===== config.mk =====
export PLATFORM = sky130hd
export DESIGN_NAME = mem2_stage
export DESIGN_NICKNAME = d
export VERILOG_FILES = /design/src/hw/lsu_pkg.sv /design/src/hw/mem2_stage.sv
export VERILOG_INCLUDE_DIRS = /design/src /design/src/hw
export SDC_FILE = /design/constraint.sdc
export NUM_CORES = 1
export LEC_CHECK = 0
export BUFFER_PORTS_ARGS = -buffer_cell sky130_fd_sc_hd__buf_2
export CORE_MARGIN = 1
export CORE_UTILIZATION = 40
export CTS_BUF_LIST = sky130_fd_sc_hd__clkbuf_8
export DETAILED_ROUTE_END_ITERATION = 16
export GPL_ROUTABILITY_DRIVEN = 0
export PLACE_DENSITY = 0.75
export SYNTH_ARGS = -nofsm -noshare
export SYNTH_HDL_FRONTEND = slang
export SYNTH_SLANG_ARGS = --single-unit

===== constraint.sdc =====
create_clock -name clk -period 2.45 [get_ports clk]
set_clock_uncertainty 0.05 [all_clocks]
set_input_delay 0.6125 -clock clk [delete_from_list [all_inputs] [get_ports clk]]
set_output_delay 0.6125 -clock clk [all_outputs]
set_load 0.02 [all_outputs]

===== src/hw/lsu_settings.svh =====
`ifndef LSU_SETTINGS_SVH
`define LSU_SETTINGS_SVH

// Datapath width, addresses and data alike
`define LSU_XLEN        32

`define LSU_TLB_ENTRIES 4

// Word-organised, indexed by paddr[9:2]
`define LSU_DMEM_WORDS  256

`define LSU_EXCP_W      6

// Bit positions in the exception vector
`define LSU_EXCP_ADEM   0
`define LSU_EXCP_TLBR   1
`define LSU_EXCP_PIL    2
`define LSU_EXCP_PIS    3
`define LSU_EXCP_PPI    4
`define LSU_EXCP_PME    5

`endif

===== src/hw/lsu_pkg.sv =====
`include "lsu_settings.svh"

package lsu_pkg;

    typedef logic [`LSU_XLEN-1:0]   word_t;
    typedef logic [19:0]            vppn_t;
    typedef logic [19:0]            ppn_t;
    typedef logic [4:0]             reg_addr_t;
    typedef logic [1:0]             plv_t;
    typedef logic [3:0]             byte_sel_t;
    typedef logic [`LSU_EXCP_W-1:0] excp_vec_t;

    typedef enum logic [3:0] {
        NONE,
        LD_B,
        LD_BU,
        LD_H,
        LD_HU,
        LD_W,
        ST_B,
        ST_H,
        ST_W,
        LL,
        SC
    } mem_op_e;

    // Record from the execute stage
    typedef struct packed {
        logic      valid;
        mem_op_e   op;
        word_t     vaddr;
        word_t     sdata;
        logic      wreg;
        reg_addr_t waddr;
        word_t     wdata;
        logic      trans_en;
    } ex_mem_t;

    typedef struct packed {
        vppn_t vppn;
        ppn_t  ppn;
        logic  v;
        logic  d;
        plv_t  plv;
    } tlb_entry_t;

    typedef struct packed {
        logic  found;
        word_t paddr;
        logic  v;
        logic  d;
        plv_t  plv;
    } tlb_result_t;

    typedef struct packed {
        logic      ce;
        logic      we;
        word_t     addr;
        byte_sel_t sel;
        word_t     data;
    } dmem_req_t;

    typedef struct packed {
        logic      valid;
        mem_op_e   op;
        logic [1:0] paddr_lo;
        logic      wreg;
        reg_addr_t waddr;
        word_t     wdata;
        excp_vec_t excp;
        logic      mem_access_valid;
    } mem1_mem2_t;

    typedef struct packed {
        logic      valid;
        logic      wreg;
        reg_addr_t waddr;
        word_t     wdata;
        excp_vec_t excp;
    } wb_t;

endpackage


===== src/hw/mem2_stage.sv =====
`timescale 1ns/10ps

module mem2_stage
    import lsu_pkg::*;
(
    input  logic       clk,
    input  logic       rst,
    input  logic       flush_i,
    input  mem1_mem2_t mem2_i,
    input  word_t      rdata_i,
    output wb_t        wb_o
);

    logic  is_load;
    word_t lane;
    word_t load_data;
    wb_t   wb_d;

    assign is_load = mem2_i.op inside {LD_B, LD_BU, LD_H, LD_HU, LD_W, LL};

    // Bring the addressed byte or half-word down to bit 0
    assign lane = rdata_i >> {mem2_i.paddr_lo, 3'b000};

    always_comb begin
        case (mem2_i.op)
            LD_B:    load_data = {{24{lane[7]}}, lane[7:0]};
            LD_BU:   load_data = {24'b0, lane[7:0]};
            LD_H:    load_data = {{16{lane[15]}}, lane[15:0]};
            LD_HU:   load_data = {16'b0, lane[15:0]};
            default: load_data = rdata_i;
        endcase
    end

    always_comb begin
        wb_d.valid = mem2_i.valid;
        wb_d.waddr = mem2_i.waddr;
        wb_d.excp  = mem2_i.excp;
        // Faulting records never reach the register file
        wb_d.wreg  = mem2_i.wreg && (mem2_i.excp == '0);
        if (mem2_i.mem_access_valid && is_load) begin
            wb_d.wdata = load_data;
        end else begin
            wb_d.wdata = mem2_i.wdata;
        end
    end

    always_ff @(posedge clk) begin
        if (rst || flush_i) begin
            wb_o <= '0;
        end else begin
            wb_o <= wb_d;
        end
    end

endmodule


=== Yosys cells after proc, flatten, opt, wreduce, memory -nomap -nowiden ===
Index checks and enable logic that the tools add are counted.

* Bits in registers: 45
* Bits of input ports: 87
* Output and inout port bits: 45
* Logic and storage cells: 19

* Equal/unequal tests: 6
* Shift operators: 1
* Muxes and demuxes: 2
* Reduce and logical (&&, ||, !) cells: 5

{| class="wikitable"
|+ Operators with widths
! kind !! count
|-
| 32-bit case mux with 4 select lines || 1
|-
| 32-bit two-way mux || 1
|-
| 32-bit by 5-bit >> shifter with 16-bit output || 1
|-
| 4-bit by 2-bit == test with 1-bit output (second input constant) || 2
|-
| 4-bit by 3-bit == test with 1-bit output (second input constant) || 2
|-
| 6-bit logical NOT || 1
|-
| 6-bit nonzero test || 1
|-
| 4-bit by 1-bit == test with 1-bit output (second input constant) || 1
|-
| 4-bit == test (second input constant) || 1
|-
| 1-bit logical AND || 2
|-
| 1-bit logical OR || 1
|}

=== Logic depth before layout (Yosys ltp) ===
* Depth in word-level cells: 4
* Depth in mapped cells: 7

=== Least setup slack after synthesis ===
Ideal clock, no wire load.

* Path type: input-to-reg
* Start point: input port mem2_i[46] (netlist bit)
* End point: register wb_o[22] (netlist bit)
* Library setup time: 119 ps
* Arrival time: 1835 ps
* Required time: 2281 ps
* Path slack: 446 ps
* Stages: 7
* Buffers on the path: 3
* Cells stage by stage: clkbuf_2 -> mux2_2 -> o311ai_0 -> o31a_1 -> buf_4 -> buf_4 -> a21oi_1

* Word-level cells in the longest chain between the ends: 3

{| class="wikitable"
|+ RTL lines
! element !! line !! text
|-
| from (decl) || mem2_stage.sv:9 || <nowiki>input mem1_mem2_t mem2_i,</nowiki>
|-
| 32-bit by 5-bit >> shifter with 16-bit output || mem2_stage.sv:22 || <nowiki>assign lane = rdata_i >> {mem2_i.paddr_lo, 3'b000};</nowiki>
|-
| 32-bit case mux with 4 select lines || mem2_stage.sv:25 || <nowiki>case (mem2_i.op)</nowiki>
|-
| 32-bit two-way mux || mem2_stage.sv:40 || <nowiki>if (mem2_i.mem_access_valid && is_load) begin</nowiki>
|-
| to (signal assigned) || mem2_stage.sv:51 || <nowiki>wb_o <= wb_d;</nowiki>
|-
| to (decl) || mem2_stage.sv:11 || <nowiki>output wb_t wb_o</nowiki>
|}

Every way passes these cells.
A chain may end at the register's enable or synchronous reset.

=== Final worst setup path ===
* Start point: input port mem2_i[48] (netlist bit)
* End point: register wb_o[20] (netlist bit)

* Word-level cells in the longest chain between the ends: 4

{| class="wikitable"
|+ RTL lines
! element !! line !! text
|-
| 4-bit by 1-bit == test with 1-bit output (tied with other cells) || mem2_stage.sv:19, mem2_stage.sv:25 ||
|-
| 6-bit nonzero test || mem2_stage.sv:19 || <nowiki>assign is_load = mem2_i.op inside {LD_B, LD_BU, LD_H, LD_HU, LD_W, LL};</nowiki>
|-
| 1-bit logical AND || mem2_stage.sv:40 ||
|-
| 32-bit two-way mux * || mem2_stage.sv:40 ||
|}

Mark *: on every way between the ends. The rest lies on a longest branch, timed or not.

==> qor.csv <==
metric,value,unit
share of cells above drive strength 1,42.15,%
Worst Setup EP,wb_o[20]$_SDFF_PP0_,
setup TNS,0,ns
1st-pass router iterations,4,
Compound-Gate Fraction of Synth Area,32.22,%
area post-placement,0.002884,mm2
GR Layer Usage met3,4.671,%
met1 usage,31.48,%
Core Region,0.005205,mm2
Util after Layout,57.21,%
Max IR drop VDD,0.0002439,V
DIE AREA,0.005826,mm2
fmax,0.5223,GHz
adder-cell area share of the yosys netlist,0,%
CTS root buf,clkbuf_8,
"Req. time, crit path",2.64,ns
final setup vio count,0,
# rows,26,
I/O pin count,132,
DRC viols,0,
CP Data Arrival Time,2.10,ns
Resized cells post-CTS,0,
CTS tree,built,
largest net degree at the start of global routing,40,
post-synthesis simple-gate area fraction,11.95,%
Chip Width,76.33,um
Leak,0.001473,uW
maxcap violations,0,
Pwr Density,552.9,mW/mm2
via count,2336,
drt wl/cell,15.54,um
status,completed,
I/O Buffers,131,
GRT Total Usage,23.33,%
RSZ-0062 raised after global routing,no,
Post-Syn Area per Cell,9.131,um2
Die Span Y,76.33,um
GRT met2 Usage,37.57,%
largest family of logic cells by synthesized area,compound AO/OA/AOI/OAI gates,
number of global-route vias before repair,2164,
Critical Path Start Type,input port,
Post-CTS Setup Inserts,0,
worst min path class,in -> reg,
worst setup path startpoint,mem2_i[48],
Mapped Area,0.002210,mm2
max-slew violation count,0,
Detail Route Antenna Nets,0,
Post-Syn Nets,329,
total power,1646,uW
via/cell ratio,5.395,
minimum clock period,1.915,ns
number of fillers in the final layout,509,
H-tree depth,2,
Post-Synthesis Cells,242,
Yosys warning total,0,
post-synthesis cell type count,37,
clk sinks,45,
Critical Path Sink Type,flip-flop,
Yosys reg bits,45,
final cell count without fillers,433,
Least-Margin Pin Slew,0.5216,ns
gr ovfl total,0,
Worst Path Max Fanout,25,
initial detailed-routing violation count,207,
maximum clock path buffer count,2,
clock-pin slew on the worst setup and hold paths,0.10,ns
fin area,0.002978,mm2
initial antenna violation count,0,
crit share post-route,78.15,%
gr busiest metal,met2,
Top Registers,wb_o (45),
Setup CP Type,in -> reg,
placed cell count,425,
final WL,6.727,mm
final hold vios,0,
first-pass GRT wire length,10.77,mm
CTS Hold Bufs,0,
# diodes,0,
Post-Synth XOR/XNOR Area,0,%
area delta synth->final,34.77,%
Total Nets Final,449,
initial core utilization,42.45,%
Num CTS Buffers,5,
register area share after synthesis,40.77,%
max reg flops,45,
relative slew slack,65.23,%
Largest Register,wb_o,
post-DP HPWL,5.123,mm
mux cell area share after synthesis,8.777,%
==> synthesized netlist by cell type (all sizes together) <==
| cell type | number | share of area (%) |
|---|---|---|
| dfxtp | 45 | 41 |
| o21a | 1 | 0.68 |
| clkbuf | 16 | 2.8 |
| o311ai | 1 | 0.40 |
| or3 | 1 | 0.28 |
| a21oi | 25 | 5.7 |
| a31oi | 1 | 0.28 |
| nor3 | 1 | 0.23 |
| nor3b | 1 | 0.34 |
| o22ai | 7 | 2.0 |
| nor4b | 1 | 0.40 |
| inv | 2 | 0.34 |
| and2 | 12 | 3.4 |
| or3b | 1 | 0.40 |
| buf | 10 | 3.2 |
| nand3b | 3 | 1.0 |
| o211ai | 8 | 2.7 |
| nor2 | 5 | 0.85 |
| a2bb2oi | 7 | 2.8 |
| o311a | 1 | 0.45 |
| mux2 | 1 | 0.51 |
| mux4 | 1 | 1.0 |
| and4b | 1 | 0.45 |
| o21ai | 20 | 4.5 |
| nor2b | 4 | 1.1 |
| o211a | 8 | 3.6 |
| or2 | 1 | 0.28 |
| o41ai | 7 | 2.8 |
| nand2 | 17 | 2.9 |
| mux2i | 16 | 7.2 |
| o2bb2ai | 7 | 2.8 |
| nor4 | 1 | 0.28 |
| o221ai | 1 | 0.40 |
| o31a | 8 | 3.2 |
==> metal layers <==
metal,wire [um],vias up
met5,0,-
met4,82,0
met3,521,10
met2,3078,120
met1,3044,1066
li1,-,1140
==> power by group <==
part | total (uW) | switching, uW | internal, uW
clock network | 493 | 286 | 206
registers | 775 | 8.01 | 767
logic | 379 | 218 | 161
==> worst max-delay path, stage by stage <==
cell,delay [ns]
buf_2,0.16
o21a_4,0.27
or3_1,0.31
buf_4,0.22
nand3b_1,0.33
o22ai_1,0.20
==> worst min-delay path by stage <==
stage / startpoint / to / slack (ns) / depth (start not counted)
after floorplan: mem2_i[1] / wb_o[43]$_SDFF_PP0_ / 0.64 / 1
after global placement: mem2_i[3] / wb_o[43]$_SDFF_PP0_ / 0.76 / 2
after detailed placement: mem2_i[3] / wb_o[43]$_SDFF_PP0_ / 0.76 / 2
after CTS: mem2_i[3] / wb_o[43]$_SDFF_PP0_ / 0.43 / 2
after global routing: mem2_i[3] / wb_o[43]$_SDFF_PP0_ / 0.42 / 2
final: mem2_i[3] / wb_o[43]$_SDFF_PP0_ / 0.43 / 2
==> cell families (layout without fill, tap and decap cells) <==
| kind of cell | count (synthesis) | in the layout |
|---|---|---|
| AOI/OAI and AO/OA | 102 | 102 |
| DFF | 45 | 45 |
| muxes | 18 | 18 |
| and+or+nand+nor | 49 | 49 |
| buffers and inverters | 28 | 149 |
==> cell usage in the layout, fill, tap and decap left out, types with 3 or more instances in the layout <==
cell type  count
a2bb2oi_1      7
o2bb2ai_1      7
nor2b_1        4
nand3b_1       3
o41ai_1        7
buf_4          8
clkbuf_8       5
o22ai_1        7
o211ai_1       8
a21oi_1       25
o31a_1         8
dfxtp_1       45
nand2_1       17
mux2i_1       16
nor2_1         4
o211a_1        8
o21ai_0       20
and2_1        12
buf_2        131
==> per-stage QoR <==
stage / worst slack, ns / hold WS [ns]
2_1_floorplan: 0.4461 / 0.6384
3_3_place_gp: 0.2782 / 0.7567
3_5_place_dp: 0.2210 / 0.7559
4_1_cts: 0.5467 / 0.4260
5_1_grt: 0.4251 / 0.4205
6_report: 0.5354 / 0.4267
==> final cells by class <==
type                            count  area, um2  share of cell area (%)
Sequential cell                    45      900.9                   30.25
Clock buffer                        5      68.82                   2.311
Clock inverter                      3      25.02                  0.8403
Timing Repair Buffer              139      715.7                   24.03
Inverter                            2      7.507                  0.2521
Multi-Input combinational cell    169       1172                   39.37
Tap cell                           70      87.58                   2.941
Power figures use the tool's default switching activity.
