--- src/hw/lsu_settings.svh ---
`ifndef LSU_SETTINGS_SVH
`define LSU_SETTINGS_SVH

// Datapath width, addresses and data alike
`define LSU_XLEN        32

`define LSU_TLB_ENTRIES 4

// Word-organised, indexed by paddr[9:2]
`define LSU_DMEM_WORDS  256

`define LSU_EXCP_W      6

// Bit positions in the exception vector
`define LSU_EXCP_ADEM   0
`define LSU_EXCP_TLBR   1
`define LSU_EXCP_PIL    2
`define LSU_EXCP_PIS    3
`define LSU_EXCP_PPI    4
`define LSU_EXCP_PME    5

`endif
--- src/hw/lsu_pkg.sv ---
`include "lsu_settings.svh"

package lsu_pkg;

    typedef logic [`LSU_XLEN-1:0]   word_t;
    typedef logic [19:0]            vppn_t;
    typedef logic [19:0]            ppn_t;
    typedef logic [4:0]             reg_addr_t;
    typedef logic [1:0]             plv_t;
    typedef logic [3:0]             byte_sel_t;
    typedef logic [`LSU_EXCP_W-1:0] excp_vec_t;

    typedef enum logic [3:0] {
        NONE,
        LD_B,
        LD_BU,
        LD_H,
        LD_HU,
        LD_W,
        ST_B,
        ST_H,
        ST_W,
        LL,
        SC
    } mem_op_e;

    // Record from the execute stage
    typedef struct packed {
        logic      valid;
        mem_op_e   op;
        word_t     vaddr;
        word_t     sdata;
        logic      wreg;
        reg_addr_t waddr;
        word_t     wdata;
        logic      trans_en;
    } ex_mem_t;

    typedef struct packed {
        vppn_t vppn;
        ppn_t  ppn;
        logic  v;
        logic  d;
        plv_t  plv;
    } tlb_entry_t;

    typedef struct packed {
        logic  found;
        word_t paddr;
        logic  v;
        logic  d;
        plv_t  plv;
    } tlb_result_t;

    typedef struct packed {
        logic      ce;
        logic      we;
        word_t     addr;
        byte_sel_t sel;
        word_t     data;
    } dmem_req_t;

    typedef struct packed {
        logic      valid;
        mem_op_e   op;
        logic [1:0] paddr_lo;
        logic      wreg;
        reg_addr_t waddr;
        word_t     wdata;
        excp_vec_t excp;
        logic      mem_access_valid;
    } mem1_mem2_t;

    typedef struct packed {
        logic      valid;
        logic      wreg;
        reg_addr_t waddr;
        word_t     wdata;
        excp_vec_t excp;
    } wb_t;

endpackage

--- src/hw/mem1_stage.sv ---
`timescale 1ns/10ps
`include "lsu_settings.svh"

module mem1_stage
    import lsu_pkg::*;
(
    input  logic        clk,
    input  logic        rst,
    input  logic        flush_i,
    input  ex_mem_t     ex_i,
    input  tlb_result_t tlb_result_i,
    input  plv_t        csr_plv_i,
    output dmem_req_t   dmem_req_o,
    input  logic        dmem_ready_i,
    input  logic        dmem_ack_i,
    output logic        ex_ready_o,
    output mem1_mem2_t  mem2_o
);

    logic       load_op;
    logic       store_op;
    logic       access_mem;
    logic       trans;
    logic       adem;
    word_t      paddr;
    excp_vec_t  excp;
    logic       mem_access_valid;
    logic       sc_fail;
    logic       need_req;
    logic       llbit;
    mem1_mem2_t mem2_d;

    assign load_op  = ex_i.valid && (ex_i.op inside {LD_B, LD_BU, LD_H, LD_HU, LD_W, LL});
    assign store_op = ex_i.valid && (ex_i.op inside {ST_B, ST_H, ST_W, SC});
    assign access_mem = load_op || store_op;
    assign trans = ex_i.trans_en;
    assign paddr = trans ? tlb_result_i.paddr : ex_i.vaddr;

    // ADEM takes priority over the TLB checks
    assign adem = access_mem && trans && (csr_plv_i == 2'd3) && ex_i.vaddr[31];

    always_comb begin
        excp = '0;
        excp[`LSU_EXCP_ADEM] = adem;
        if (access_mem && trans && !adem) begin
            excp[`LSU_EXCP_TLBR] = !tlb_result_i.found;
            excp[`LSU_EXCP_PIL]  = load_op && tlb_result_i.found && !tlb_result_i.v;
            excp[`LSU_EXCP_PIS]  = store_op && tlb_result_i.found && !tlb_result_i.v;
            excp[`LSU_EXCP_PPI]  = tlb_result_i.found && tlb_result_i.v
                                   && (csr_plv_i > tlb_result_i.plv);
            excp[`LSU_EXCP_PME]  = store_op && tlb_result_i.found && tlb_result_i.v
                                   && (csr_plv_i <= tlb_result_i.plv) && !tlb_result_i.d;
        end
    end

    assign mem_access_valid = access_mem && (excp == '0);

    // SC without a reservation completes without touching memory
    assign sc_fail  = (ex_i.op == SC) && !llbit;
    assign need_req = mem_access_valid && !sc_fail;
    assign ex_ready_o = !need_req || dmem_ack_i;

    always_comb begin
        dmem_req_o = '0;
        if (need_req && dmem_ready_i) begin
            dmem_req_o.ce   = 1'b1;
            dmem_req_o.we   = store_op;
            dmem_req_o.addr = paddr;
            case (ex_i.op)
                LD_B, LD_BU, ST_B: dmem_req_o.sel = byte_sel_t'(4'b0001) << paddr[1:0];
                LD_H, LD_HU, ST_H: dmem_req_o.sel = byte_sel_t'(4'b0011) << paddr[1:0];
                default:           dmem_req_o.sel = 4'b1111;
            endcase
            case (ex_i.op)
                ST_B:     dmem_req_o.data = word_t'(ex_i.sdata[7:0]) << {paddr[1:0], 3'b000};
                ST_H:     dmem_req_o.data = word_t'(ex_i.sdata[15:0]) << {paddr[1:0], 3'b000};
                ST_W, SC: dmem_req_o.data = ex_i.sdata;
                default:  dmem_req_o.data = '0;
            endcase
        end
    end

    // LL/SC reservation is updated when the record leaves
    always_ff @(posedge clk) begin
        if (rst) begin
            llbit <= 1'b0;
        end else if (ex_ready_o && mem_access_valid) begin
            if (ex_i.op == LL) begin
                llbit <= 1'b1;
            end else if (ex_i.op == SC) begin
                llbit <= 1'b0;
            end
        end
    end

    always_comb begin
        mem2_d.valid            = ex_i.valid;
        mem2_d.op               = ex_i.op;
        mem2_d.paddr_lo         = paddr[1:0];
        mem2_d.wreg             = ex_i.wreg;
        mem2_d.waddr            = ex_i.waddr;
        mem2_d.wdata            = ex_i.wdata;
        mem2_d.excp             = excp;
        mem2_d.mem_access_valid = mem_access_valid;
        // SC result is the reservation state at issue
        if (mem_access_valid && (ex_i.op == SC)) begin
            mem2_d.wreg  = 1'b1;
            mem2_d.wdata = word_t'(llbit);
        end
    end

    // Bubble while waiting for ack so nothing is written back twice
    always_ff @(posedge clk) begin
        if (rst || flush_i) begin
            mem2_o <= '0;
        end else begin
            mem2_o <= ex_ready_o ? mem2_d : '0;
        end
    end

    // Ack releases the held record in the next cycle
    a_req_then_advance: assert property (
        @(posedge clk) disable iff (rst) dmem_req_o.ce |=> ex_ready_o
    ) else $error("mem1_stage: no advance after request");

endmodule

--- config.mk ---
export PLATFORM = sky130hd
export DESIGN_NAME = mem1_stage
export DESIGN_NICKNAME = d
export VERILOG_FILES = /design/src/hw/lsu_pkg.sv /design/src/hw/mem1_stage.sv
export VERILOG_INCLUDE_DIRS = /design/src /design/src/hw
export SDC_FILE = /design/constraint.sdc
export NUM_CORES = 1
export LEC_CHECK = 0
export BUFFER_PORTS_ARGS = -buffer_cell sky130_fd_sc_hd__buf_2
export CORE_AREA = 2 2 106 108
export DETAILED_ROUTE_END_ITERATION = 10
export DIE_AREA = 0 0 108 110
export HOLD_SLACK_MARGIN = 0.08
export PLACE_DENSITY_LB_ADDON = 0.1
export SLEW_MARGIN = 20
export SYNTH_ARGS = -nofsm -noshare
export SYNTH_HDL_FRONTEND = slang
export SYNTH_SLANG_ARGS = --single-unit
--- constraint.sdc ---
create_clock -name clk -period 4.7 [get_ports clk]
set_input_delay 0.47 -clock clk [delete_from_list [all_inputs] [get_ports clk]]
set_output_delay 0.47 -clock clk [all_outputs]
set_load 0.05 [all_outputs]
Word-level counts from Yosys, hierarchy flattened
Index checks and enable logic that the tools add are counted.

cells by class
  reductions and logical operators = 41
  muxes and demuxes = 9
  bitwise logic cells = 1
  eq/ne operators = 11
  magnitude comparators = 2
  shift operators = 4

operators by type and width
  operator                                                               count
  32-bit case mux with 3 select lines                                    1
  70-bit 2-to-1 mux                                                      1
  32-bit 2-to-1 mux                                                      1
  16-bit by 5-bit left shift with 32-bit output                          1
  8-bit by 5-bit left shift with 32-bit output                           1
  1-bit logical AND                                                      21
  4-bit by 3-bit equality test with 1-bit output, second input constant  4
  4-bit equality test, second input constant                             3
  3-bit OR reduction                                                     3
  4-bit by 2-bit equality test with 1-bit output, second input constant  2
  4-bit case mux with 2 select lines                                     1
  1-bit logical NOT                                                      7
  6-bit logical NOT                                                      1
  6-bit nonzero test                                                     1
  5-bit 2-to-1 mux                                                       1
  4-bit by 1-bit equality test with 1-bit output, second input constant  1
  1-bit 2-to-1 mux                                                       4
  4-bit nonzero test                                                     1
  2-bit OR reduction                                                     2
  1-bit by 2-bit left shift with 4-bit output, first input constant      1
  2-bit by 2-bit left shift with 4-bit output, first input constant      1
  1-bit logical OR                                                       3
  2-bit equality test, second input constant                             1
  2-bit greater-than comparator                                          1
  4 further kinds                                                        4

word-level totals
  flip-flop bits (word level) = 53

Logic depth before layout (Yosys ltp)
  word-level depth = 17
  gate-level depth with buffers = 9
  depth with buffers taken out = 7

Least setup slack after synthesis
Ideal clock, no wire load.

  kind = input-to-output
  start point = input port tlb_result_i[1] in the netlist's numbering
  end point = output port dmem_req_o[10] in the netlist's numbering
  path slack = 1.527 ns
  stages = 9
  arrival = 2.703 ns
  path through = inv_1 -> ha_1 -> nor2b_1 -> o21ai_1 -> a31oi_1 -> or3_1 -> buf_4 -> buf_6 -> nor2_1

RTL lines
  what         line              text
  from (decl)  mem1_stage.sv:11  input tlb_result_t tlb_result_i,
  to (decl)    mem1_stage.sv:13  output dmem_req_t dmem_req_o,

==> metrics.cfg <==
[min_path]
worstHoldStart = ex_i[32]
worstHoldPathType = input port to register
whs_path_depth = 2
hold_path_end = mem2_o[38]$_SDFF_PP0_

[die]
die_h_um = 110
pin_count = 275
rows = 38
design.die.area_mm2 = 0.0119
start_util = 0.278
die_w_um = 108
core-area_mm2 = 0.0107

[run_status]
status = finished, final reports clean

[critical_path]
crit_arrival_ns = 2.89
timing.critical_path.to_type = output pin
cpMostUsedCell = buf_2
rrSetupSlack_ns = 3.20
worstSetupPathDepth = 7
critPathMaxFanout = 9
critPathTopFamily = simple AND/OR/NAND/NOR gates
critPathMaxStageDelay_ns = 0.60
start_kind = input port
critPathKind = input port to output pin
crit-reg2reg-launch = llbit$_SDFFE_PP0P_
r2r-end = mem2_o[44]$_SDFF_PP0_
reg2regPathDepth = 6
crit_buf_inv = 2
crit_chain = buf_2, mux2_2, nor2_1, a21oi_1, nor4_2, and2_1, buf_2
worstPathRequired_ns = 4.23
cpMaxStageDelayCell = nor2_1

[yosys]
yosys-top-cells-count = nor2_1, dfxtp_1, and2_1, mux2i_1, a22oi_1
avgSynthCellArea_um2 = 8.46
synth_top_area_frac = 0.357
synth.ff_latch_count = 53
synth_edf_count = 0
synth_most_common_cell = nor2_1
netlist_instances = 351
syn-num-nets = 505
yosysWarnings = 0
yosysSeqAreaShare = 0.357
yosysUniqueCellTypes = 44
synth_largest_area_cell = dfxtp_1
synth-async-reset-ratio = 0
synthTopCellsByArea = dfxtp_1, mux2i_1, nor2_1
synthFlopType = dfxtp_1
syn-cell-area_mm2 = 0.00297

[power]
powerDensity_mw_per_mm2 = 247
peakVddDrop_v = 0.000187
leakage_nw = 2.43

[sta]
worst_pin_slew_ns = 0.957
hold_viol = 0
relSlewSlack = 0.357
final_max_slew_viol_count = 0
holdWs_ns = 0.360
setup_viol = 0
rsz0062_at_grt = false
fin_setup_tns_ns = 0
finClkSkew_ns = 0.00860
fin_crit_ns = 3.36
post-route-period-util = 0.714
fmax_ghz = 0.298

[detailed_routing]
drt-initial-drc-count = 159
vias = 3504
viasPerCell = 4.67
firstDrtPassIters = 5
drt-total-wl_um = 11300
antenna_left = 0
wl_per_cell_um = 15.1
met1_length_um = 4520
top_layer = met5
wl_met2_um = 5730
drc = 0
dr_wl_met3_um = 965

[clock_network]
cts-root-buf = clkbuf_8
clk_latency_ns = 0.30
cts_tree = done
cts.clk_slew.worst_paths_ns = 0.10
clock_sinks = 53
postCtsSetupBuffers = 0
cts_buffer_depth = 2
cts_max_level = 2
post_cts_resized = 0
postCtsHoldBufs = 0
cts_buffers = 5

[final_layout]
drive_above_1_share = 0.486
area_growth_syn_to_layout_pct = 51.7
final_nets = 764
final_area_mm2 = 0.00450
diodes = 0

[place]
place.gp.congestion = 0.860
dpl_cell_area_mm2 = 0.00439
io_buffers = 274
dp_hpwl_um = 9210

[global_route]
grt_pass1_vias = 3240
grt_pass1_wl_um = 16400
grt-ovfl-total = 0
grt_start_max_net_pins = 63
grt_antenna_before_repair = 1
gr-usage-all-layers = 0.176

[job]
maxCapViolations = 0

-- how the worst max path moves through the flow --
stage                         start        endpoint  slack (ns)
floorplan           tlb_result_i[1]  dmem_req_o[10]        1.53
global placement    tlb_result_i[1]   dmem_req_o[8]        1.12
detailed placement  tlb_result_i[1]  dmem_req_o[33]        1.06
CTS                 tlb_result_i[1]  dmem_req_o[33]        1.07
global route                ex_i[0]   dmem_req_o[6]        1.02
finish                      ex_i[0]   dmem_req_o[0]        1.34
-- cells in the final DEF (no fill, tap or decap), types with 3 or more instances in the layout --
cell type,count
inv_1,6
buf_2,274
o21ai_0,6
nor2_1,71
buf_4,4
nor2b_1,12
a22oi_1,24
a22o_1,16
clkbuf_8,5
mux2i_1,32
nand2_1,7
a21oi_1,6
a31oi_1,3
nor3_1,9
dfxtp_1,53
and2_1,39
nand3_1,6
-- per-layer routing --
layer	track usage	vias up
met2	0.329	165
met4	0.0421	2
met5	0	-
li1	-	1745
met1	0.204	1584
met3	0.0406	8
-- state kept, by name, summed over array words and instances, names as in the netlist --
register,count
mem2_o,52
llbit,1
-- power by group --
group,switching (W),internal [W],leakage [nW]
sequential,0.00000408,0.000467,0.434
combinational,0.000222,0.000117,1.94
clock,0.000143,0.000160,0.0585
total,0.000369,0.000744,2.43
-- kinds of logic after synthesis --
logic type,synth area share
AO/OA/AOI/OAI,0.184
adder cells (fa/ha/maj),0.00843
buffers and inverters,0.0632
flip-flops,0.357
multiplexers,0.115
AND/OR/NAND/NOR,0.272
-- layout make-up --
class	count	area [µm²]
Clock buffer	5	68.8
Clock inverter	3	43.8
Fill cell	1147	6190
Inverter	6	22.5
Multi-Input combinational cell	266	1730
Sequential cell	53	1060
Tap cell	140	175
Timing Repair Buffer	278	1400
-- stage by stage --
step                cells  power, W  worst slack (ns)   util
floorplan             351  0.000706              1.53      -
global placement      743  0.000821              1.12  0.410
detailed placement    743  0.000823              1.06  0.410
CTS                   751   0.00113              1.07  0.421
global route          751   0.00117              1.02  0.421
finish                751   0.00111              1.34  0.421
(Power assumes the default switching activity.)
