===== src/hw/lsu_settings.svh =====
`ifndef LSU_SETTINGS_SVH
`define LSU_SETTINGS_SVH

// Datapath width, addresses and data alike
`define LSU_XLEN        32

`define LSU_TLB_ENTRIES 4

// Word-organised, indexed by paddr[9:2]
`define LSU_DMEM_WORDS  256

`define LSU_EXCP_W      6

// Bit positions in the exception vector
`define LSU_EXCP_ADEM   0
`define LSU_EXCP_TLBR   1
`define LSU_EXCP_PIL    2
`define LSU_EXCP_PIS    3
`define LSU_EXCP_PPI    4
`define LSU_EXCP_PME    5

`endif

===== src/hw/lsu_pkg.sv =====
`include "lsu_settings.svh"

package lsu_pkg;

    typedef logic [`LSU_XLEN-1:0]   word_t;
    typedef logic [19:0]            vppn_t;
    typedef logic [19:0]            ppn_t;
    typedef logic [4:0]             reg_addr_t;
    typedef logic [1:0]             plv_t;
    typedef logic [3:0]             byte_sel_t;
    typedef logic [`LSU_EXCP_W-1:0] excp_vec_t;

    typedef enum logic [3:0] {
        NONE,
        LD_B,
        LD_BU,
        LD_H,
        LD_HU,
        LD_W,
        ST_B,
        ST_H,
        ST_W,
        LL,
        SC
    } mem_op_e;

    // Record from the execute stage
    typedef struct packed {
        logic      valid;
        mem_op_e   op;
        word_t     vaddr;
        word_t     sdata;
        logic      wreg;
        reg_addr_t waddr;
        word_t     wdata;
        logic      trans_en;
    } ex_mem_t;

    typedef struct packed {
        vppn_t vppn;
        ppn_t  ppn;
        logic  v;
        logic  d;
        plv_t  plv;
    } tlb_entry_t;

    typedef struct packed {
        logic  found;
        word_t paddr;
        logic  v;
        logic  d;
        plv_t  plv;
    } tlb_result_t;

    typedef struct packed {
        logic      ce;
        logic      we;
        word_t     addr;
        byte_sel_t sel;
        word_t     data;
    } dmem_req_t;

    typedef struct packed {
        logic      valid;
        mem_op_e   op;
        logic [1:0] paddr_lo;
        logic      wreg;
        reg_addr_t waddr;
        word_t     wdata;
        excp_vec_t excp;
        logic      mem_access_valid;
    } mem1_mem2_t;

    typedef struct packed {
        logic      valid;
        logic      wreg;
        reg_addr_t waddr;
        word_t     wdata;
        excp_vec_t excp;
    } wb_t;

endpackage


===== src/hw/dtlb.sv =====
`timescale 1ns/10ps
`include "lsu_settings.svh"

module dtlb
    import lsu_pkg::*;
(
    input  logic        clk,
    input  logic        rst,
    input  word_t       vaddr_i,
    input  logic        we_i,
    input  logic [1:0]  widx_i,
    input  tlb_entry_t  entry_i,
    output tlb_result_t result_o
);

    tlb_entry_t                   entries [`LSU_TLB_ENTRIES];
    logic [`LSU_TLB_ENTRIES-1:0]  present;
    logic [`LSU_TLB_ENTRIES-1:0]  hit;
    vppn_t                        vppn;

    assign vppn = vaddr_i[31:12];

    // Entry contents, one slot per cycle
    always_ff @(posedge clk) begin
        if (we_i) begin
            entries[widx_i] <= entry_i;
        end
    end

    // Slot occupancy, empty after reset
    always_ff @(posedge clk) begin
        if (rst) begin
            present <= '0;
        end else if (we_i) begin
            present[widx_i] <= 1'b1;
        end
    end

    always_comb begin
        for (int i = 0; i < `LSU_TLB_ENTRIES; i++) begin
            hit[i] = present[i] && (entries[i].vppn == vppn);
        end
    end

    // Walk downwards so the lowest matching slot wins
    always_comb begin
        result_o = '0;
        for (int i = `LSU_TLB_ENTRIES - 1; i >= 0; i--) begin
            if (hit[i]) begin
                result_o.found = 1'b1;
                result_o.paddr = {entries[i].ppn, vaddr_i[11:0]};
                result_o.v     = entries[i].v;
                result_o.d     = entries[i].d;
                result_o.plv   = entries[i].plv;
            end
        end
    end

    // Software must never map one page twice
    a_single_hit: assert property (
        @(posedge clk) disable iff (rst) $onehot0(hit)
    ) else $error("dtlb: several entries match vppn %h", vppn);

endmodule


===== config.mk =====
export PLATFORM = sky130hd
export DESIGN_NAME = dtlb
export DESIGN_NICKNAME = d
export VERILOG_FILES = /design/src/hw/lsu_pkg.sv /design/src/hw/dtlb.sv
export VERILOG_INCLUDE_DIRS = /design/src /design/src/hw
export SDC_FILE = /design/constraint.sdc
export NUM_CORES = 1
export LEC_CHECK = 0
export ABC_AREA = 1
export BUFFER_PORTS_ARGS = -buffer_cell sky130_fd_sc_hd__clkbuf_2
export CAP_MARGIN = 20
export CORE_AREA = 2 2 145 147
export CTS_CLUSTER_SIZE = 20
export DETAILED_ROUTE_END_ITERATION = 8
export DIE_AREA = 0 0 147 149
export SLEW_MARGIN = 10
export SYNTH_ARGS = -nofsm -noshare
export SYNTH_HDL_FRONTEND = slang
export SYNTH_SLANG_ARGS = --single-unit

===== constraint.sdc =====
create_clock -name clk -period 4.3 [get_ports clk]
set_input_delay 0.43 -clock clk [delete_from_list [all_inputs] [get_ports clk]]
set_output_delay 0.43 -clock clk [all_outputs]
set_load 0.02 [all_outputs]

======== Word-level counts from Yosys, hierarchy flattened ========
Memory sizes are Yosys's and may differ from the RTL's.
Cells that the tools add are included.
W data, S select, Z words.
word-level totals
  bits in registers ....................... 4
  bits in latches ......................... 0
  RAM bits ................................ 176
  ROM bits ................................ 0
  bits of input ports ..................... 81
  logic and storage cells ................. 22
  memories ................................ 1
memory list
  name     words  width  read ports  clocked after Yosys merged registers in  write ports  RTL line    RTL
  entries  4      44     4           0                                        1            dtlb.sv:16  tlb_entry_t entries [`LSU_TLB_ENTRIES];
cells by class
  $add $sub $neg .......................... 0
  multipliers ............................. 0
  divide/modulo/power cells ............... 0
  order comparisons ....................... 2
  equality and inequality tests ........... 4
  shift operators ......................... 0
  mux-type cells .......................... 8
  bitwise gates (word level) .............. 1
  reduce and logical (&&, ||, !) cells .... 5
operators with widths
  cell                  number
  $mux W37              4
  $eq A20 B20 Y1        4
  $logic_and A1 B1 Y1   5
  $or A4 B4 Y4          1
  $lt A2 B3 Y1 const B  1
  $mux W1               3
  $demux W1 S2          1
  $ge A2 B1 Y1 const B  1

======== Depth between registers and ports, before layout ========
Gate-level depths: netlist (run 1).
  depth in word-level cells ............... 6
  depth in mapped cells ................... 14
  depth with buffers taken out ............ 12

======== Least setup slack after synthesis (run 1) ========
OpenSTA, ideal clock, no wires.
  path type ............................... input port to flip-flop
  start point ............................. input port widx_i[1]
  end point ............................... memory entries[1][0] (netlist name), enable pin
  library setup time ...................... 503 ps
  data arrival time ....................... 3580 ps
  slack ................................... 217 ps
  stages on the path ...................... 1
  cells stage by stage .................... nor3_1
RTL lines
  what         RTL line    RTL
  from (decl)  dtlb.sv:11  input logic [1:0] widx_i,
  to (decl)    dtlb.sv:16
No word-level cell before the write port.

==> metrics.cfg, run 1 <==
[floorplan]
dieWidth_um = 147
core_area_um2 = 20600
pin_count = 118
num_rows = 53
die-area_um2 = 21900
start_util = 0.391
die_h_um = 149

[power_and_ir_drop]
power_frac_seq = 0.522
power_density_nw_per_um2 = 411
switching_share = 0.216
ir_drop_v = 0.000317
clockPowerShare = 0.423
comb_power_share = 0.054
leakagePower_uw = 0.00399
p_int_uw = 3070
p_switching_uw = 846

[synthesis]
ys_ff_latch = 180
yosys-top-cells-count = 182 x nand2_1, 176 x edfxtp_1, 169 x nor2_1
synthAdderAreaFrac = 0
synth_top_family_by_area = simple AND/OR/NAND/NOR gates
synth_top_area_share = 0.658
syn_avg_cell_area_um2 = 10.4
synth-compound-area-share = 0.0470
netlist_instances = 774
synth_area_um2 = 8030
yosys.area_share.xor_xnor = 0.0196
synthSimpleGateAreaFrac = 0.204
synth.area.top_cells = edfxtp_1 66%, nand2_1 8.5%, nor2_1 7.9%
synth_edf_count = 176
netlist.top_cell.by_area = edfxtp_1
synth_nets = 855
synth_warnings = 0
yosys_most_used_dff = edfxtp_1
async_flop_share = 0
yosysMostFrequentCell = nand2_1
synthMuxAreaShare = 0
seq_area_frac_synth = 0.668
ys_types = 28

[detailed_routing]
route.detailed.drc = 0
drt-total-wl_mm = 18.9
drt-pass1-iter-count = 5
vias = 5545
wl_per_cell_um = 16.0
first_iter_violations = 391
via_per_inst = 4.68
ant_nets = 0

[timing]
hold_ws_ps = 217
hold_violations = 0
fmax_mhz = 319
maxSlewHeadroom = 0.516
drv_slew = 0
finalSetupTns_ps = 0
fin_crit_sh = 0.730
final-setup-viol-count = 0
rsz0062_at_grt = false
tightest_slew_ps = 724
clock_skew_ps = 0
fin_crit_ps = 3140

[run_status]
status = complete, no violations

[cts]
clk_pin_slew_ps = 60
post-cts-setup-buffers = 0
cts-resized-gates = 0
clock_sinks = 180
clkLatencyLatePin_ps = 430
cts_tree = done
htreeDepth = 4
cts_root_buf = clkbuf_16
cts_hold_buf = 0
cts_max_path_buffers = 2
numCtsBuffers = 17

[min_path]
min_path_type = input pin to register
min_path_cells = 1
min_to = entries[3][24]$_DFFE_PP_
min_from = entry_i[24]

[critical_path]
startpoint_type = register
required_ps = 3870
path_delay_family = simple AND/OR/NAND/NOR gates
r2r_start = present[1]$_SDFFE_PP0P_
regToRegSetupSlack_ps = 3650
end_kind = output pin
worst_ep_arrival_time_ps = 2710
slowest_delay_ps = 540
slowest_stage = nand3_2
worstSetupPathType = register to output pin
r2r_end = present[1]$_SDFFE_PP0P_
crit_fanout = 24
ff2ff_path_depth = 1
cp_cell_sequence = nand2_1, nand2_1, nor2_1, nand3_1, nor2_1, nand3_2, nand2_1, nor2_2, nor2_1, clkbuf_2
crit_buf_inv = 1

[global_routing]
grt_use_met3 = 0.0480
grt_pass1_wl_mm = 29.1
gr-usage-met2 = 0.295
grt.busiest_layer = met2
grt-ovfl-total = 0
antenna_found_initial = 0
grtUsageTotal = 0.177
met1_usage = 0.229
grt_max_degree = 50
grt_pass1_vias = 5430

[cells_and_area]
drive_above_1_share = 0.230
fin_nets = 977
area_delta_synth_final_pct = 18.7
n_antenna_cell = 0
stdcell_area_um2 = 9530
nFillCells = 1948

[place]
place.gp.congestion = 0.854
dp_hpwl_mm = 12.3
place_area_um2 = 8900
io_buffer_count = 117

[run]
cap_violations = 0

==> registers in the layout, indices dropped and copies added, names as in the netlist <==
register	count
present	4
entries	176
==> cells by family (layout without fill, tap and decap cells) <==
family | Yosys count | in the layout
AOI/OAI and AO/OA | 58 | 58
xor gates and xnor gates | 18 | 18
buffers and inverters | 116 | 251
DFF | 180 | 180
and+or+nand+nor | 402 | 402
==> final cells by class <==
class,instances,area (µm²),share of cell area
flip-flops and latches,180,5370,0.563
multi-input cells,478,2200,0.230
repair buffers,125,646,0.0677
clock buffers,18,429,0.0450
inverters,94,353,0.0370
well taps,275,344,0.0361
clock inverters,14,199,0.0209
==> how the worst max path moves through the flow <==
stage,startpoint,to,slack (ps),cells past startpoint
after floorplan,widx_i[1],entries[1][0]$_DFFE_PP_,220,1
after global placement,vaddr_i[25],result_o[34],1410,13
after detailed placement,vaddr_i[25],result_o[11],1360,12
after CTS,entries[1][35]$_DFFE_PP_,result_o[11],1150,10
after global routing,entries[1][35]$_DFFE_PP_,result_o[14],880,10
final,entries[1][35]$_DFFE_PP_,result_o[11],1160,10
==> cell usage in the layout (no fill, tap or decap), types with 5 or more instances in the layout <==
master	instances
clkbuf_2	117
o21ai_0	25
edfxtp_1	176
inv_1	78
nand3_1	9
inv_2	16
nand2_1	182
xnor2_1	15
o21ai_1	5
nor2_1	169
a21oi_2	19
nand4_1	23
clkbuf_16	17
buf_4	8
==> per-layer routing <==
metal	wire (µm)	vias up	part of all wire
met5	0	-	0
met4	342	0	0.018
met3	1070	23	0.056
met2	9050	159	0.48
met1	8430	2590	0.45
li1	-	2773	-
==> through the flow <==
stage	worst slack, ps	std cells	util	total power [µW]
2_1_floorplan	217	774	-	2190
3_3_place_gp	1410	1152	0.433	2300
3_5_place_dp	1360	1152	0.433	2300
4_1_cts	1150	1184	0.464	3940
5_1_grt	882	1184	0.464	4050
6_report	1160	1184	0.464	3920
==> power by group through the flow <==
| stage | combinational, µW | clock (µW) | sequential, µW |
|---|---|---|---|
| 2_1_floorplan | 106 | 0 | 2080 |
| 3_3_place_gp | 214 | 0 | 2080 |
| 3_5_place_dp | 215 | 0 | 2080 |
| 4_1_cts | 216 | 1680 | 2050 |
| 5_1_grt | 242 | 1750 | 2050 |
| 6_report | 213 | 1660 | 2050 |
(Power assumes the default switching activity.)
==> run 2: changes to the inputs <==
==> constraint.sdc (replaced) <==
create_clock -name clk -period 2.6 [get_ports clk]
set_input_delay 0.26 -clock clk [delete_from_list [all_inputs] [get_ports clk]]
set_output_delay 0.26 -clock clk [all_outputs]
set_load 0.02 [all_outputs]
==> run 2 against run 1 <==
  * Clock-buffer cell count unchanged
  * Critical path depth up 2
  * Routed wire length up 4.6%
  * Clock skew unchanged
  * Design area up 5.9%
  * Largest cell class unchanged
  * Clock power up 48%
==> metrics.cfg, run 2 (same netlist as run 1, synthesis figures left out) <==
[floorplan]
die-area_um2 = 21900  ; unchanged
start_util = 0.391  ; unchanged
die_h_um = 149  ; unchanged
dieWidth_um = 147  ; unchanged
num_rows = 53  ; unchanged
pin_count = 118  ; unchanged
core_area_um2 = 20600  ; unchanged

[min_path]
min_path_type = input pin to register

[place]
dp_hpwl_mm = 12.3  ; about the same
place_area_um2 = 9060  ; +1.7%
io_buffer_count = 117  ; unchanged
dp_cells = 1159  ; +0.61%
place.gp.congestion = 0.845  ; -1.0%

[detailed_routing]
wl_per_cell_um = 16.4  ; +3.0%
via_per_inst = 4.74  ; +1.1%
first_iter_violations = 380  ; -2.8%
ant_nets = 0  ; unchanged
drt-pass1-iter-count = 5  ; unchanged
route.detailed.drc = 0  ; unchanged
vias = 5692  ; +2.7%
drt-total-wl_mm = 19.8  ; +4.6%

[timing]
drv_slew = 0  ; unchanged
tightest_slew_ps = 730  ; +5.48 ps
fin_crit_sh = 0.992
maxSlewHeadroom = 0.514  ; -0.00251
fmax_mhz = 388
final-setup-viol-count = 0  ; unchanged
clock_skew_ps = 0  ; unchanged
fin_crit_ps = 2580
rsz0062_at_grt = true
hold_violations = 0  ; unchanged

[cells_and_area]
final_cells = 1202  ; +1.5%
seq_area_um2 = 5370  ; unchanged
reg.largest.list = entries (176), present (4)
nFillCells = 1899  ; -2.5%
multiInputGateArea_um2 = 2340  ; +6.4%
most-common-layout-cells = 178 x nand2_1, 176 x edfxtp_1, 142 x nor2_1, 82 x clkbuf_2, 78 x inv_1
drive_above_1_share = 0.279  ; +0.0495
area_delta_synth_final_pct = 25.7
fin_nets = 995  ; +1.8%
final_common_cell = nand2_1
stdcell_area_um2 = 10100  ; +5.9%
largest-register = entries
largest_reg_flops = 176  ; unchanged
n_antenna_cell = 0  ; unchanged

[cts]
clock_sinks = 180  ; unchanged
htreeDepth = 4  ; unchanged
cts_tree = done
clk_pin_slew_ps = 70  ; about the same
cts_hold_buf = 0  ; unchanged
clkLatencyLatePin_ps = 430  ; about the same
cts_root_buf = clkbuf_16
cts_max_path_buffers = 2  ; unchanged
numCtsBuffers = 17  ; unchanged

[power_and_ir_drop]
power_uw = 6200  ; +58%
leakagePower_uw = 0.00418  ; +4.6%
power_density_nw_per_um2 = 614  ; +49%
ir_drop_v = 0.000486  ; +53%

[run_status]
status = complete, no violations

[critical_path]
worstSetupPathType = register to output pin
startpoint_type = register
required_ps = 2340  ; -1530 ps
end_kind = output pin
crit_fanout = 8  ; -67%
worst_ep_arrival_time_ps = 2320  ; -390 ps

[global_routing]
grt_pass1_vias = 5221  ; -3.8%
antenna_found_initial = 0  ; unchanged
grt_pass1_wl_mm = 28.6  ; -1.6%
grt-ovfl-total = 0  ; unchanged
grtUsageTotal = 0.176  ; -0.00127
grt_max_degree = 50  ; unchanged

[run]
cap_violations = 0  ; unchanged

[run 2: cell count changes in the layout (fill, tap and decap cells not counted), moves of 8 or more]
cell | previous run | this run
buf_6 | 0 | 16
nor2_1 | 169 | 142
buf_4 | 8 | 24
clkbuf_2 | 117 | 82
nor2_2 | 4 | 23
nor2_4 | 2 | 10
buf_12 | 0 | 10
[run 2: power by group]
part | total (µW) | switching [µW] | internal [µW]
clock network | 2450 | 1110 | 1330
registers | 3390 | 47.9 | 3340
logic | 371 | 243 | 127
[run 2: final timing paths]
kind                            start                 endpoint  slack, ps  cells past startpoint
max          entries[1][36]$_DFFE_PP_             result_o[33]         20                     12
min                        entry_i[7]  entries[1][7]$_DFFE_PP_         50                      1
max reg2reg   present[3]$_SDFFE_PP0P_  present[3]$_SDFFE_PP0P_       1990                      1
min reg2reg   present[0]$_SDFFE_PP0P_  present[0]$_SDFFE_PP0P_        470                      2
[run 2: metal layers]
metal / part of all wire / wire length (µm) / vias to the layer above / global-route usage
met5: 0 / 0 / - / 0
met1: 0.43 / 8590 / 2658 / 0.233
met4: 0.021 / 408 / 0 / 0.0630
met3: 0.064 / 1260 / 29 / 0.0324
met2: 0.48 / 9500 / 190 / 0.293
li1: - / - / 2815 / -
[run 2: final cells by class]
class | instances | area share
flip-flops and latches | 180 | 0.531
multi-input cells | 478 | 0.232
repair buffers | 143 | 0.113
clock buffers | 18 | 0.0425
inverters | 94 | 0.0349
well taps | 275 | 0.0341
clock inverters | 14 | 0.0129
[run 2: metrics by stage]
stage / worst slack, ps / utilization / setup TNS (ps) / hold WS, ps
floorplan: -1310 / - / -235480 / 332
global placement: 342 / 0.441 / 0 / 445
detailed placement: 298 / 0.441 / 0 / 455
CTS: 6.29 / 0.469 / 0 / 32.1
global route: -127 / 0.491 / -2120 / 38.5
finish: 20.7 / 0.491 / 0 / 47.3
[run 2: what timing repair did]
action / CTS / global route
endpoints found under the setup margin: 33 / 37
gates cloned: 0 / 5
pin swaps: 1 / 27
gates resized for setup: 4 / 131
buffers inserted: 1 / 5
[run 2: worst max-delay path, cell delays in order (launching register included)]
cell and delay [ps]:
edfxtp_1 320, inv_1 50, nand2_1 50, o21ai_0 100
nor2_1 130, nand2_1 60, nor2_1 250, nand3_4 240
buf_4 200, nor2_1 80, nor2_1 60, a21oi_2 190
buf_4 170
